--- config.mk ---
export PLATFORM = sky130hd
export DESIGN_NAME = fxp_divider
export DESIGN_NICKNAME = d
export VERILOG_FILES = /design/src/fxp_format_pkg.sv /design/src/div_xact_pkg.sv /design/src/divu_core.sv /design/src/q_convert.sv /design/src/fxp_divider.sv
export SDC_FILE = /design/constraint.sdc
export NUM_CORES = 1
export LEC_CHECK = 0
export BUFFER_PORTS_ARGS = -buffer_cell sky130_fd_sc_hd__buf_2
export CAP_MARGIN = 25
export CORE_MARGIN = 3
export CORE_UTILIZATION = 50
export CTS_BUF_LIST = sky130_fd_sc_hd__clkbuf_16
export DETAILED_ROUTE_END_ITERATION = 7
export GPL_ROUTABILITY_DRIVEN = 0
export PLACE_DENSITY = 0.7
export SYNTH_ARGS = -nofsm -noshare
export SYNTH_HDL_FRONTEND = slang
export SYNTH_SLANG_ARGS = --single-unit
--- constraint.sdc ---
create_clock -name clk -period 2.98 [get_ports clk]
set_input_delay 0.298 -clock clk [delete_from_list [all_inputs] [get_ports clk]]
set_output_delay 0.298 -clock clk [all_outputs]
set_load 0.05 [all_outputs]
--- src/fxp_format_pkg.sv ---
package fxp_format_pkg;

    // ------------------------------------------------------------------------
    // input format, signed Q8.8
    // ------------------------------------------------------------------------
    localparam int din_i  = 8;                  // integer bits, sign included
    localparam int din_f  = 8;                  // fractional bits
    localparam int din_w  = din_i + din_f;      // 16
    localparam int mag_w  = din_w - 1;          // magnitude of an operand, 15

    // ------------------------------------------------------------------------
    // intermediate quotient magnitude, unsigned Q15.8
    // ------------------------------------------------------------------------
    localparam int qmag_w = mag_w + din_f;      // 23, one bit per divider step

    // ------------------------------------------------------------------------
    // output format, signed Q12.12
    // ------------------------------------------------------------------------
    localparam int dout_i = 12;                 // integer bits, sign included
    localparam int dout_f = 12;                 // fractional bits
    localparam int dout_w = dout_i + dout_f;    // 24

    // alignment from Q15.8 up to 12 fraction bits
    localparam int align_sh = dout_f - din_f;   // left shift, 4
    localparam int align_w  = qmag_w + align_sh; // aligned magnitude, 27

    // ------------------------------------------------------------------------
    // word types
    // ------------------------------------------------------------------------
    typedef logic signed [din_w-1:0]  din_t;    // operand word
    typedef logic signed [dout_w-1:0] dout_t;   // result word
    typedef logic        [qmag_w-1:0] qmag_t;   // unsigned divider quotient

    // clamp limits of the output word
    localparam dout_t dout_max = dout_t'((1 << (dout_w - 1)) - 1);   // +2047.999
    localparam dout_t dout_min = dout_t'(-(1 << (dout_w - 1)));      // -2048.0

endpackage

--- src/div_xact_pkg.sv ---
package div_xact_pkg;

    import fxp_format_pkg::*;

    // ------------------------------------------------------------------------
    // divider sequencing
    // ------------------------------------------------------------------------
    // one quotient bit per cycle, so one step per quotient magnitude bit
    localparam int div_iter  = qmag_w;              // 23 steps
    localparam int div_cnt_w = $clog2(div_iter);    // step counter width

    // ------------------------------------------------------------------------
    // upstream transaction
    // ------------------------------------------------------------------------
    typedef struct packed {
        din_t numerator;                            // Q8.8
        din_t denominator;                          // Q8.8
    } div_operands_t;

    // ------------------------------------------------------------------------
    // downstream transaction
    // ------------------------------------------------------------------------
    // quotient sits in the top bits, status flags at the bottom
    typedef struct packed {
        dout_t quotient;                            // Q12.12, truncated toward zero
        logic  sat;                                 // result was clamped
        logic  div_by_zero;                         // denominator was zero
    } div_result_t;

endpackage

--- src/divu_core.sv ---
`timescale 1ns/10ps

module divu_core (
    input  logic                             clk,
    input  logic                             rst,
    input  logic                             start,     // one-cycle load strobe
    input  logic [fxp_format_pkg::mag_w-1:0] num_mag,   // dividend magnitude, Q7.8
    input  logic [fxp_format_pkg::mag_w-1:0] den_mag,   // divisor magnitude, Q7.8
    output logic                             busy,      // iterating
    output logic                             done,      // one cycle after last step
    output fxp_format_pkg::qmag_t            quo_mag    // Q15.8, held until next start
);

    import fxp_format_pkg::*;
    import div_xact_pkg::*;

    // ------------------------------------------------------------------------
    // datapath state
    // ------------------------------------------------------------------------
    logic [div_cnt_w-1:0] iter_cnt;     // step index
    logic                 last_step;    // final step in progress
    logic [mag_w-1:0]     den_r;        // divisor copy
    logic [mag_w:0]       acc;          // partial remainder, one bit over divisor
    logic [mag_w:0]       acc_sh;       // remainder with next dividend bit shifted in
    logic [mag_w:0]       acc_next;
    qmag_t                quo;          // dividend bits out, quotient bits in
    qmag_t                quo_next;

    assign last_step = busy && (iter_cnt == div_cnt_w'(div_iter - 1));

    // ------------------------------------------------------------------------
    // one restoring step
    // ------------------------------------------------------------------------
    always_comb begin
        acc_sh = {acc[mag_w-1:0], quo[qmag_w-1]};              // bring down msb
        if (acc_sh >= {1'b0, den_r}) begin
            acc_next = acc_sh - {1'b0, den_r};                 // subtract fits
            quo_next = {quo[qmag_w-2:0], 1'b1};
        end else begin
            acc_next = acc_sh;                                 // restore, keep remainder
            quo_next = {quo[qmag_w-2:0], 1'b0};
        end
    end

    // ------------------------------------------------------------------------
    // sequencing
    // ------------------------------------------------------------------------
    always_ff @(posedge clk or posedge rst) begin
        if (rst) begin
            busy     <= 1'b0;
            done     <= 1'b0;
            iter_cnt <= '0;
        end else begin
            done <= 1'b0;                                      // strobe by default
            if (start) begin
                busy     <= 1'b1;
                iter_cnt <= '0;
            end else if (last_step) begin
                busy <= 1'b0;
                done <= 1'b1;                                  // quo_mag valid now
            end else if (busy) begin
                iter_cnt <= iter_cnt + 1'b1;
            end
        end
    end

    // ------------------------------------------------------------------------
    // operand and quotient registers
    // ------------------------------------------------------------------------
    always_ff @(posedge clk) begin
        if (start) begin
            den_r <= den_mag;
            acc   <= '0;
            quo   <= {num_mag, {din_f{1'b0}}};                 // dividend scaled by 2^din_f
        end else if (busy) begin
            acc <= acc_next;
            quo <= quo_next;
            if (last_step) begin
                quo_mag <= quo_next;                           // holds until next start
            end
        end
    end

endmodule

--- src/q_convert.sv ---
`timescale 1ns/10ps

module q_convert (
    input  logic                   sign,       // 1 for a negative quotient
    input  fxp_format_pkg::qmag_t  quo_mag,    // unsigned Q15.8
    output fxp_format_pkg::dout_t  quotient,   // signed Q12.12
    output logic                   sat         // clamped to a limit
);

    import fxp_format_pkg::*;

    // ------------------------------------------------------------------------
    // alignment and sign
    // ------------------------------------------------------------------------
    logic [align_w-1:0]      mag_al;    // magnitude with 12 fraction bits
    logic signed [align_w:0] sval;      // signed value before clamping

    // low bits were already dropped by the divider, so this is exact
    assign mag_al = {quo_mag, {align_sh{1'b0}}};

    always_comb begin
        if (sign) begin
            sval = -$signed({1'b0, mag_al});                   // two's complement
        end else begin
            sval = $signed({1'b0, mag_al});
        end
    end

    // ------------------------------------------------------------------------
    // range clamp
    // ------------------------------------------------------------------------
    // magnitude was truncated first, so negative results also round toward zero
    always_comb begin
        if (sval > dout_max) begin
            quotient = dout_max;                               // positive overflow
            sat      = 1'b1;
        end else if (sval < dout_min) begin
            quotient = dout_min;                               // negative overflow
            sat      = 1'b1;
        end else begin
            quotient = sval[dout_w-1:0];                       // fits, drop sign ext
            sat      = 1'b0;
        end
    end

endmodule

--- src/fxp_divider.sv ---
`timescale 1ns/10ps

module fxp_divider (
    input  logic                        clk,
    input  logic                        rst,
    input  logic                        vld_in,     // operands offered
    output logic                        rdy_out,    // unit empty
    input  div_xact_pkg::div_operands_t operands,
    output logic                        vld_out,    // result waiting
    input  logic                        rdy_in,     // downstream takes result
    output div_xact_pkg::div_result_t   result
);

    import fxp_format_pkg::*;
    import div_xact_pkg::*;

    // ------------------------------------------------------------------------
    // internal signals
    // ------------------------------------------------------------------------
    logic              accept;          // input transfer this edge
    logic              start;           // divider load strobe
    logic              div_busy;
    logic              div_done;
    logic [din_w-1:0]  num_abs;         // full width |numerator|
    logic [din_w-1:0]  den_abs;         // full width |denominator|
    logic [mag_w-1:0]  num_mag_nx;      // magnitudes fitted to the divider
    logic [mag_w-1:0]  den_mag_nx;
    logic [mag_w-1:0]  num_mag;         // captured on accept
    logic [mag_w-1:0]  den_mag;
    logic              sign_q;          // quotient sign
    logic              num_sign;        // picks the div-by-zero limit
    logic              den_zero;
    qmag_t             quo_mag;
    dout_t             conv_quotient;
    logic              conv_sat;
    div_result_t       result_nx;

    // start, busy, done and vld_out cover the whole transaction back to back
    assign rdy_out = !(start || div_busy || div_done || vld_out);
    assign accept  = vld_in && rdy_out;

    // ------------------------------------------------------------------------
    // sign and magnitude split
    // ------------------------------------------------------------------------
    always_comb begin
        num_abs = operands.numerator[din_w-1] ? -operands.numerator : operands.numerator;
        den_abs = operands.denominator[din_w-1] ? -operands.denominator
                                                : operands.denominator;
        if (den_abs[din_w-1]) begin
            // denominator is -128.0, halve both sides, ratio unchanged
            num_mag_nx = num_abs[din_w-1:1];
            den_mag_nx = den_abs[din_w-1:1];
        end else begin
            // -128.0 numerator clamps to max magnitude, 1 lsb short
            num_mag_nx = num_abs[din_w-1] ? {mag_w{1'b1}} : num_abs[mag_w-1:0];
            den_mag_nx = den_abs[mag_w-1:0];
        end
    end

    // ------------------------------------------------------------------------
    // handshake control
    // ------------------------------------------------------------------------
    always_ff @(posedge clk or posedge rst) begin
        if (rst) begin
            start   <= 1'b0;
            vld_out <= 1'b0;
        end else begin
            start <= accept;                                   // one cycle after accept
            if (div_done) begin
                vld_out <= 1'b1;
            end else if (vld_out && rdy_in) begin
                vld_out <= 1'b0;                               // taken
            end
        end
    end

    // ------------------------------------------------------------------------
    // operand capture and result register
    // ------------------------------------------------------------------------
    always_ff @(posedge clk) begin
        if (accept) begin
            sign_q   <= operands.numerator[din_w-1] ^ operands.denominator[din_w-1];
            num_sign <= operands.numerator[din_w-1];
            den_zero <= (operands.denominator == '0);
            num_mag  <= num_mag_nx;
            den_mag  <= den_mag_nx;
        end
        if (div_done) begin
            result <= result_nx;                               // held until taken
        end
    end

    // zero divisor still runs the divider, its quotient is replaced here
    always_comb begin
        if (den_zero) begin
            result_nx.quotient    = num_sign ? dout_min : dout_max;
            result_nx.sat         = 1'b1;
            result_nx.div_by_zero = 1'b1;
        end else begin
            result_nx.quotient    = conv_quotient;
            result_nx.sat         = conv_sat;
            result_nx.div_by_zero = 1'b0;
        end
    end

    // ------------------------------------------------------------------------
    // divider and output conversion
    // ------------------------------------------------------------------------
    divu_core u_divu (
        .clk     (clk),
        .rst     (rst),
        .start   (start),
        .num_mag (num_mag),
        .den_mag (den_mag),
        .busy    (div_busy),
        .done    (div_done),
        .quo_mag (quo_mag)
    );

    q_convert u_conv (
        .sign     (sign_q),
        .quo_mag  (quo_mag),
        .quotient (conv_quotient),
        .sat      (conv_sat)
    );

endmodule

==> results of run 1 <==
how the worst max path moves through the flow:
stage / to / slack (ns)
floorplan: den_mag[0] / 0.07
global placement: result[7] / 0.35
detailed placement: result[17] / 0.23
CTS: result[19] / 0.20
global route: result[17] / 0.02
finish: result[17] / 0.19
metrics by stage:
stage | util [%] | area, um2 | hold slack, ns | power (mW)
finish | 59.1 | 8270 | 0.150 | 7.40
global route | 59.1 | 8270 | 0.174 | 7.89
floorplan | - | 7200 | 0.126 | 4.95
detailed placement | 55.3 | 7730 | 0.290 | 5.56
CTS | 59.1 | 8270 | 0.142 | 7.44
global placement | 55.3 | 7730 | 0.273 | 5.47
cell usage after synthesis, drive strengths merged (4+ instances only):
| library cell | count |
|---|---|
| dfxtp | 23 |
| a22oi | 13 |
| o21a | 7 |
| a22o | 18 |
| buf | 12 |
| nand3 | 8 |
| nor4 | 4 |
| or2 | 5 |
| nor2b | 9 |
| edfxtp | 109 |
| nand2b | 7 |
| inv | 33 |
| or3 | 10 |
| xnor2 | 13 |
| nand2 | 45 |
| nor2 | 49 |
| xor2 | 42 |
| clkbuf | 15 |
| nand4 | 5 |
| o31ai | 9 |
| ha | 20 |
| dfrtp | 9 |
| o21ai | 54 |
| or4 | 4 |
| and3 | 5 |
| a21oi | 22 |
| mux2i | 21 |
| nor3 | 12 |
per-layer routing:
layer	track usage [%]	vias to the layer above	part of all wire (%)
li1	-	2458	-
met1	22.5	2278	48
met2	26.7	120	47
met3	3.90	12	4.3
met4	5.87	0	1.2
met5	0	-	0
power by group:
part / internal (mW) / switching [mW] / total (mW)
Combinational: 1.09 / 1.47 / 2.55
Clock: 1.06 / 0.793 / 1.85
Sequential: 2.72 / 0.274 / 2.99
state kept, by name, indices dropped and copies added, names as in the netlist:
| name | count |
|---|---|
| result | 23 |
| u_divu.quo | 23 |
| num_sign | 1 |
| den_zero | 1 |
| den_mag | 15 |
| start | 1 |
| u_divu.iter_cnt | 5 |
| u_divu.done | 1 |
| num_mag | 15 |
| u_divu.quo_mag | 23 |
| u_divu.den_r | 15 |
| u_divu.acc | 15 |
| vld_out | 1 |
| sign_q | 1 |
| u_divu.busy | 1 |
what timing repair did:
action	in CTS	in global routing
setup endpoints to repair	0	0
hold buffers	1	0
endpoints found under the hold margin	9	0
critical path, stage by stage (launching register included):
cell      delay [ns]
edfxtp_1        0.38
inv_1           0.11
ha_1            0.20
or4b_4          0.51
nor4_1          0.21
nand3_1         0.21
mux2i_1         0.24
a2bb2o_4        0.25
o21ai_2         0.15
buf_12          0.20
o21ai_2         0.07
area by class of cell:
class                      count  area (um2)
fill                        1152        5720
sequential                   141        3960
multi-input combinational    425        2980
timing repair buffer          79         450
clock buffer                  17         425
tap                          180         225
inverter                      33         124
clock inverter                15         104
logic make-up (layout without fill, tap and decap cells):
logic type	Yosys count	count (layout)	synth area share (%)
AO/OA/AOI/OAI	157	157	15.8
XOR/XNOR	55	55	6.70
adder cells (fa/ha/maj)	21	21	3.76
buffers and inverters	60	144	3.67
flip-flops	141	141	55.0
multiplexers	22	22	3.08
AND/OR/NAND/NOR	170	170	11.9
==> results.json, run 1 <==
{
  "status": "completed",
  "viasPerCell": 5.47,
  "numCtsBuffers": 17,
  "vias": 4868,
  "die_area_um2": 15900,
  "cp_data_required_time_ns": 3.14,
  "track_usage_pct": 16.7,
  "ant_nets": 0,
  "synth_area_per_cell_um2": 11.5,
  "setup.worst_path.class": "flop to flop",
  "insertedDiodeCount": 0,
  "maxSlewViolCount": 0,
  "grt_pass1_wl_mm": 21.7,
  "regToRegSetupSlack_ns": 0.19,
  "rsz0062_at_grt": "no",
  "hold_viol": 0,
  "die-height_um": 126,
  "tns_ns": 0,
  "regToRegStartpoint": "u_divu.quo_mag[0]",
  "cts_setup_buffers": 0,
  "synth_warnings": 0,
  "num_rows": 43,
  "stdcell_count": 890,
  "hold_path_depth": 3,
  "coreArea_um2": 14000,
  "drt-initial-drc-count": 274,
  "syn_nets": 683,
  "wl_per_cell_um": 14.5,
  "nets": 754,
  "layout_common_cells": "109 x edfxtp_1, 63 x buf_2, 49 x nor2_1, 44 x nand2_1, 42 x xor2_1",
  "clk_pin_slew_ns": 0.06,
  "r2r-end": "result[17]",
  "layout_commonest_cell": "edfxtp_1",
  "p_leak_nw": 3.32,
  "portBuffers": 63,
  "hp-start": "rdy_in",
  "post_cts_resize_count": 0,
  "initial_core_util_pct": 51.4,
  "cts_tree": "yes",
  "synth_edf_count": 109,
  "worstSetupEndpointType": "flop",
  "synth_ff_type": "edfxtp_1",
  "ys_ff_latch": 141,
  "clockBufferDepth": 2,
  "dp_cells": 857,
  "setup_ws_ns": 0.193,
  "dp_slack_ns": 0.225,
  "irDropWorstVdd_mv": 0.565,
  "grt_overflow_total": 0,
  "insertion_delay_ns": 0.42,
  "hold_end": "vld_out",
  "maxSlewHeadroom_pct": 41.4,
  "synth_area_leaders": "edfxtp_1 46%, dfxtp_1 6.4%, xor2_1 5.1%, ha_1 3.5%, dfrtp_1 3.1%",
  "cp_max_fo": 20,
  "dp_hpwl_mm": 9.42,
  "routed_wl_mm": 12.9,
  "setup_viol": 0,
  "ios": 64,
  "drt_pass1_iterations": 5,
  "grt_max_degree": 47,
  "cts_sinks": 141,
  "worst_ep_arrival_time_ns": 2.95,
  "fmax_ghz": 0.359,
  "maxCapViolCount": 0,
  "p_per_area_nw_per_um2": 895,
  "async_reset_ff_share_pct": 6.38,
  "syn_inst": 626,
  "clockRootBuffer": "clkbuf_16",
  "synth_area_um2": 7190,
  "die_w_um": 126,
  "yosys.area.top_type_share_pct": 45.5,
  "start_kind": "flop",
  "drive_above_1_share_pct": 20.4,
  "ys_seq_area_share_pct": 55.0,
  "drc": 0,
  "r2r_cells": 10,
  "hold_class": "input pin to flop",
  "synth_top_area_cell": "edfxtp_1",
  "grt_pass1_vias": 4703,
  "antenna_found_initial": 0,
  "syn2layout_area_growth_pct": 14.9,
  "skew_ns": 0.0116,
  "crit_path_start": "u_divu.quo_mag[0]",
  "synth.distinct_cells": 66,
  "fin_crit_sh_pct": 93.5,
  "tightest_slew_ns": 0.879,
  "htreeDepth": 4,
  "period_minus_slack_ns": 2.79
}
(Power assumes the default switching activity.)
==> inputs of run 2 (changes only) <==
--- a/config.mk
+++ b/config.mk
@@ -7,8 +7,9 @@
 export LEC_CHECK = 0
 export BUFFER_PORTS_ARGS = -buffer_cell sky130_fd_sc_hd__buf_2
-export CAP_MARGIN = 25
+export CAP_MARGIN = 10
 export CORE_MARGIN = 3
 export CORE_UTILIZATION = 50
 export CTS_BUF_LIST = sky130_fd_sc_hd__clkbuf_16
+export CTS_CLUSTER_DIAMETER = 40
 export DETAILED_ROUTE_END_ITERATION = 7
 export GPL_ROUTABILITY_DRIVEN = 0
==> constraint.sdc (replaced) <==
create_clock -name clk -period 2.98 [get_ports clk]
set_input_delay 0.298 -clock clk [delete_from_list [all_inputs] [get_ports clk]]
set_output_delay 0.298 -clock clk [all_outputs]
set_load 0.005 [all_outputs]
==> run 2 against run 1 <==
Effect of this change: sequential cell count unchanged; worst setup slack better by 0.078 ns; critical path type unchanged; total power up 1.5%; final area up 0.70%; sequential share of layout area down 0.33 points.
==> results.json, run 2 (synthesis gave the netlist of run 1 again) <==
{
  "nets": 755,
  "portBuffers": 63,
  "slowest_delay_ns": 0.50,
  "clockRootBuffer": "clkbuf_16",
  "critPathSlowestCell": "or4b_4",
  "period_minus_slack_ns": 2.71,
  "insertion_delay_ns": 0.41,
  "die_w_um": 126,
  "drt_pass1_iterations": 4,
  "sw_frac_of_total_pct": 32.8,
  "grt_pass1_wl_mm": 21.7,
  "seq_area_um2": 3960,
  "dpl_cell_area_um2": 7730,
  "fmax_ghz": 0.369,
  "clk_pin_slew_ns": 0.06,
  "hold_path_depth": 3,
  "regToRegSetupSlack_ns": 0.27,
  "worst_ep_arrival_time_ns": 2.86,
  "tightest_slew_ns": 0.859,
  "vias": 4845,
  "numCtsBuffers": 17,
  "crit_chain": "inv_1 -> ha_1 -> or4b_4 -> nor4_1 -> nand3_1 -> mux2i_1 -> a2bb2o_4 -> o21ai_2 -> buf_12 -> o21ai_2",
  "viasPerCell": 5.44,
  "p_clk_share_pct": 27.5,
  "tns_ns": 0,
  "combPwrFrac_pct": 32.5,
  "multi_input_area_um2": 2970,
  "die_area_um2": 15900,
  "layout_commonest_cell": "edfxtp_1",
  "antenna_found_initial": 0,
  "maxSlewViolCount": 0,
  "skew_ns": 0.00541,
  "ant_nets": 0,
  "setup_ws_ns": 0.271,
  "htreeDepth": 4,
  "drive_above_1_share_pct": 20.4,
  "worst-path-buf-inv": 2,
  "layout_common_cells": "109 x edfxtp_1, 63 x buf_2, 49 x nor2_1, 44 x nand2_1, 42 x xor2_1",
  "cts_tree": "yes",
  "ios": 64,
  "initial_core_util_pct": 51.4,
  "grt_pass1_vias": 4560,
  "p_leak_nw": 3.35,
  "setup_viol": 0,
  "hold_class": "input pin to flop",
  "status": "completed",
  "grt_overflow_total": 0,
  "clockBufferDepth": 2,
  "p_switching_mw": 2.46,
  "coreArea_um2": 14000,
  "maxSlewHeadroom_pct": 42.7,
  "track_usage_pct": 16.7,
  "drc": 0,
  "p_seq_share_pct": 40.0,
  "cp-endpoint": "result[13]",
  "hold_viol": 0,
  "r2r-end": "result[13]",
  "irDropWorstVdd_mv": 0.551,
  "cp_max_fo": 20,
  "maxCapViolCount": 0,
  "num_rows": 43,
  "regToRegStartpoint": "u_divu.quo_mag[0]",
  "start_kind": "flop",
  "drt-initial-drc-count": 273,
  "p_total_mw": 7.51,
  "dp_slack_ns": 0.276,
  "r2r_cells": 10,
  "dp_hpwl_mm": 9.13,
  "n_fill_cell": 1125,
  "crit_path_start": "u_divu.quo_mag[0]",
  "p_per_area_nw_per_um2": 902,
  "die-height_um": 126,
  "routed_wl_mm": 12.4,
  "post_cts_resize_count": 0,
  "insertedDiodeCount": 0,
  "intPower_mw": 5.04,
  "cp.depth": 10,
  "cp_data_required_time_ns": 3.13,
  "top_regs": "result: 23 flops, u_divu.quo: 23 flops, u_divu.quo_mag: 23 flops",
  "setup.worst_path.class": "flop to flop",
  "worstSetupEndpointType": "flop",
  "rsz0062_at_grt": "no",
  "critPathTopFamily": "simple AND/OR/NAND/NOR gates",
  "wl_per_cell_um": 13.9,
  "timing.critical_path.mode_cell": "o21ai_2",
  "stdcell_area_um2": 8330,
  "cts_sinks": 141,
  "syn2layout_area_growth_pct": 15.7,
  "fin_crit_sh_pct": 90.9,
  "grt_max_degree": 35
}
==> run 2: cell types whose count changed in the layout (fill, tap and decap cells not counted), sizes merged <==
cell and change:
buf +1, bufinv +2, clkinv +1, clkinvlp -3
==> run 2: final cells by class <==
cell class	count	share of cell area, %
clock buffers	17	5.11
multi-input cells	425	35.7
repair buffers	80	5.50
inverters	33	1.49
clock inverters	15	1.92
well taps	180	2.71
flip-flops and latches	141	47.6
==> run 2: worst min-delay path: cells and delay by family <==
| family | cells | cell delay [ns] |
|---|---|---|
| buffers and inverters | 2 | 0.14 |
| AOI/OAI and AO/OA | 1 | 0.10 |
==> run 2: power groups by stage <==
stage / Sequential, mW / Clock, mW / Combinational [mW]
6_report: 3.00 / 2.07 / 2.44
5_1_grt: 3.06 / 2.21 / 2.78
4_1_cts: 3.00 / 2.11 / 2.45
3_5_place_dp: 3.03 / 0 / 2.43
3_3_place_gp: 3.02 / 0 / 2.36
2_1_floorplan: 2.96 / 0 / 1.91
==> run 2: worst min path at each step <==
stage,slack (ns),to,from
2_1_floorplan,0.13,start,rst
3_3_place_gp,0.28,vld_out,rst
3_5_place_dp,0.28,vld_out,rst
4_1_cts,0.16,vld_out,rdy_in
5_1_grt,0.16,vld_out,rdy_in
6_report,0.17,vld_out,rdy_in
==> run 2: stage by stage <==
step	cells	utilization, %	hold WS (ns)
finish	891	59.5	0.167
global route	891	59.5	0.163
global placement	858	55.3	0.278
detailed placement	858	55.3	0.278
CTS	891	59.5	0.156
floorplan	626	-	0.126
==> run 2: timing repair <==
action,in CTS,in global routing
endpoints found under the hold margin,9,0
hold buffers,1,0
buffers inserted,0,0
==> run 2: layer usage <==
layer,GRT usage (%),vias to the layer above,part of all wire (%)
met5,0,-,0
met4,5.49,0,1.1
met3,3.69,10,6.0
met2,25.6,116,46
met1,23.7,2265,47
li1,-,2454,-
==> inputs of run 3 (changes only) <==
Settings changed: CORE_ASPECT_RATIO from default to 1.4.
==> run 3 against run 2 <==
Effect of this change: final area down 0.32%; worst setup slack worse by 0.0060 ns; count of clock-buffer cells in the layout unchanged; die area up 0.13%; first-iteration DRC count down 10%; total power down 0.43%; wire length up 9.8%; cell count up 0.45%; register-to-register slack about the same.
==> results.json, run 3 (synthesis gave the netlist of run 1 again) <==
{
  "track_usage_pct": 18.2,
  "tns_ns": 0,
  "cp_max_fo": 20,
  "period_minus_slack_ns": 2.72,
  "skew_ns": 0.00941,
  "p_per_area_nw_per_um2": 901,
  "setup.worst_path.class": "flop to flop",
  "regToRegStartpoint": "u_divu.quo_mag[0]",
  "vias": 4955,
  "rsz0062_at_grt": "no",
  "clockRootBuffer": "clkbuf_16",
  "cp_data_required_time_ns": 3.13,
  "top_regs": "result: 23 flops, u_divu.quo: 23 flops, u_divu.quo_mag: 23 flops",
  "grt_overflow_total": 0,
  "intPower_mw": 5.01,
  "drc": 0,
  "nets": 754,
  "drive_above_1_share_pct": 19.7,
  "numCtsBuffers": 17,
  "hp-start": "rdy_in",
  "holdWs_ns": 0.155,
  "num_rows": 51,
  "dp_cells": 862,
  "antenna_found_initial": 0,
  "setup_ws_ns": 0.265,
  "grt_pass1_wl_mm": 22.9,
  "die-height_um": 148,
  "worst_ep_arrival_time_ns": 2.87,
  "combPwrFrac_pct": 33.2,
  "ant_nets": 0,
  "routed_wl_mm": 13.6,
  "die_area_um2": 15900,
  "status": "completed",
  "fin_crit_sh_pct": 91.1,
  "maxSlewHeadroom_pct": 32.8,
  "setup_viol": 0,
  "layout_common_cells": "109 x edfxtp_1, 63 x buf_2, 49 x nor2_1, 44 x nand2_1, 42 x xor2_1",
  "sw_frac_of_total_pct": 33.0,
  "clockBufferDepth": 2,
  "stdcell_count": 895,
  "cts_tree": "yes",
  "met3RoutedLength_um": 627,
  "drt-initial-drc-count": 245,
  "start_kind": "flop",
  "crit_path_start": "u_divu.quo_mag[0]",
  "syn2layout_area_growth_pct": 15.4,
  "dr_wl_met2_mm": 7.47,
  "insertion_delay_ns": 0.41,
  "grt_pass1_vias": 4944,
  "hold_class": "input pin to flop",
  "worstSetupEndpointType": "flop",
  "p_seq_share_pct": 40.2,
  "maxSlewViolCount": 0,
  "p_clk_share_pct": 26.5,
  "maxCapViolCount": 0,
  "top_layer": "met4",
  "ios": 64,
  "tightest_slew_ns": 1.01,
  "clk_pin_slew_ns": 0.06,
  "insertedDiodeCount": 0,
  "dp_slack_ns": 0.258,
  "layout_commonest_cell": "edfxtp_1",
  "fmax_ghz": 0.368,
  "stdcell_area_um2": 8300,
  "viasPerCell": 5.54,
  "htreeDepth": 4,
  "dpl_cell_area_um2": 7730,
  "hold_viol": 0,
  "grt_max_degree": 35,
  "p_leak_nw": 3.34,
  "initial_core_util_pct": 51.5,
  "irDropWorstVdd_mv": 0.402,
  "coreArea_um2": 14000,
  "cts_sinks": 141,
  "p_switching_mw": 2.47,
  "cts_setup_buffers": 0,
  "portBuffers": 63,
  "drt_pass1_iterations": 5,
  "wl_per_cell_um": 15.2,
  "die_w_um": 107,
  "drt-met1-wl_mm": 5.23,
  "dp_hpwl_mm": 10.0
}
[run 3: changes by cell type in the layout (fill, tap and decap cells not counted)]
cell | before | now
buf_4 | 15 | 14
clkinv_4 | 5 | 2
clkinv_1 | 1 | 2
inv_6 | 4 | 1
inv_1 | 32 | 35
clkinv_2 | 2 | 3
clkinvlp_4 | 1 | 2
[run 3: repair_timing]
action | in CTS | in global routing
endpoints found under the setup margin | 0 | 0
hold buffers | 1 | 0
hold endpoints to repair | 9 | 0
resized for setup | 0 | 0
[run 3: final timing paths]
kind | to | slack [ns] | cells after the start
max in group asynchronous | u_divu.done | 2.34 | 3
worst max-delay path | result[8] | 0.26 | 10
worst max register to register | result[8] | 0.26 | 10
worst min-delay path | vld_out | 0.16 | 3
worst min register to register | u_divu.den_r[8] | 0.42 | 0
min in group asynchronous | vld_out | 0.39 | 3
[run 3: area by class of cell]
type / count / area [um2]
timing repair buffer: 79 / 450
clock buffer: 17 / 425
inverter: 33 / 124
sequential: 141 / 3960
tap: 185 / 231
fill: 1141 / 5680
multi-input combinational: 425 / 2970
clock inverter: 15 / 135
[run 3: power groups by stage]
stage	registers [mW]	logic [mW]	clock network [mW]
final	3.01	2.48	1.98
after global routing	3.06	2.80	2.12
after CTS	3.01	2.49	2.01
after detailed placement	3.04	2.47	0
after global placement	3.02	2.37	0
after floorplan	2.96	1.91	0
[run 3: stage by stage]
| step | total power, mW | utilization (%) |
|---|---|---|
| floorplan | 4.86 | - |
| global placement | 5.39 | 55.3 |
| detailed placement | 5.51 | 55.3 |
| CTS | 7.51 | 59.4 |
| global route | 7.97 | 59.4 |
| finish | 7.48 | 59.4 |
[run 3: critical path, cell delays in order, from the launching register on]
cell and delay [ns]:
edfxtp_1 0.37, inv_1 0.10, ha_1 0.20, or4b_4 0.51
nor4_1 0.18, nand3_1 0.19, o32ai_1 0.23, a2bb2o_4 0.25
o21ai_2 0.15, buf_12 0.20, o21ai_2 0.07
[run 3: metal layers]
metal	up-vias	GRT usage (%)
met1	2367	20.7
met3	19	3.67
met4	0	7.64
met5	-	0
li1	2454	-
met2	115	33.0
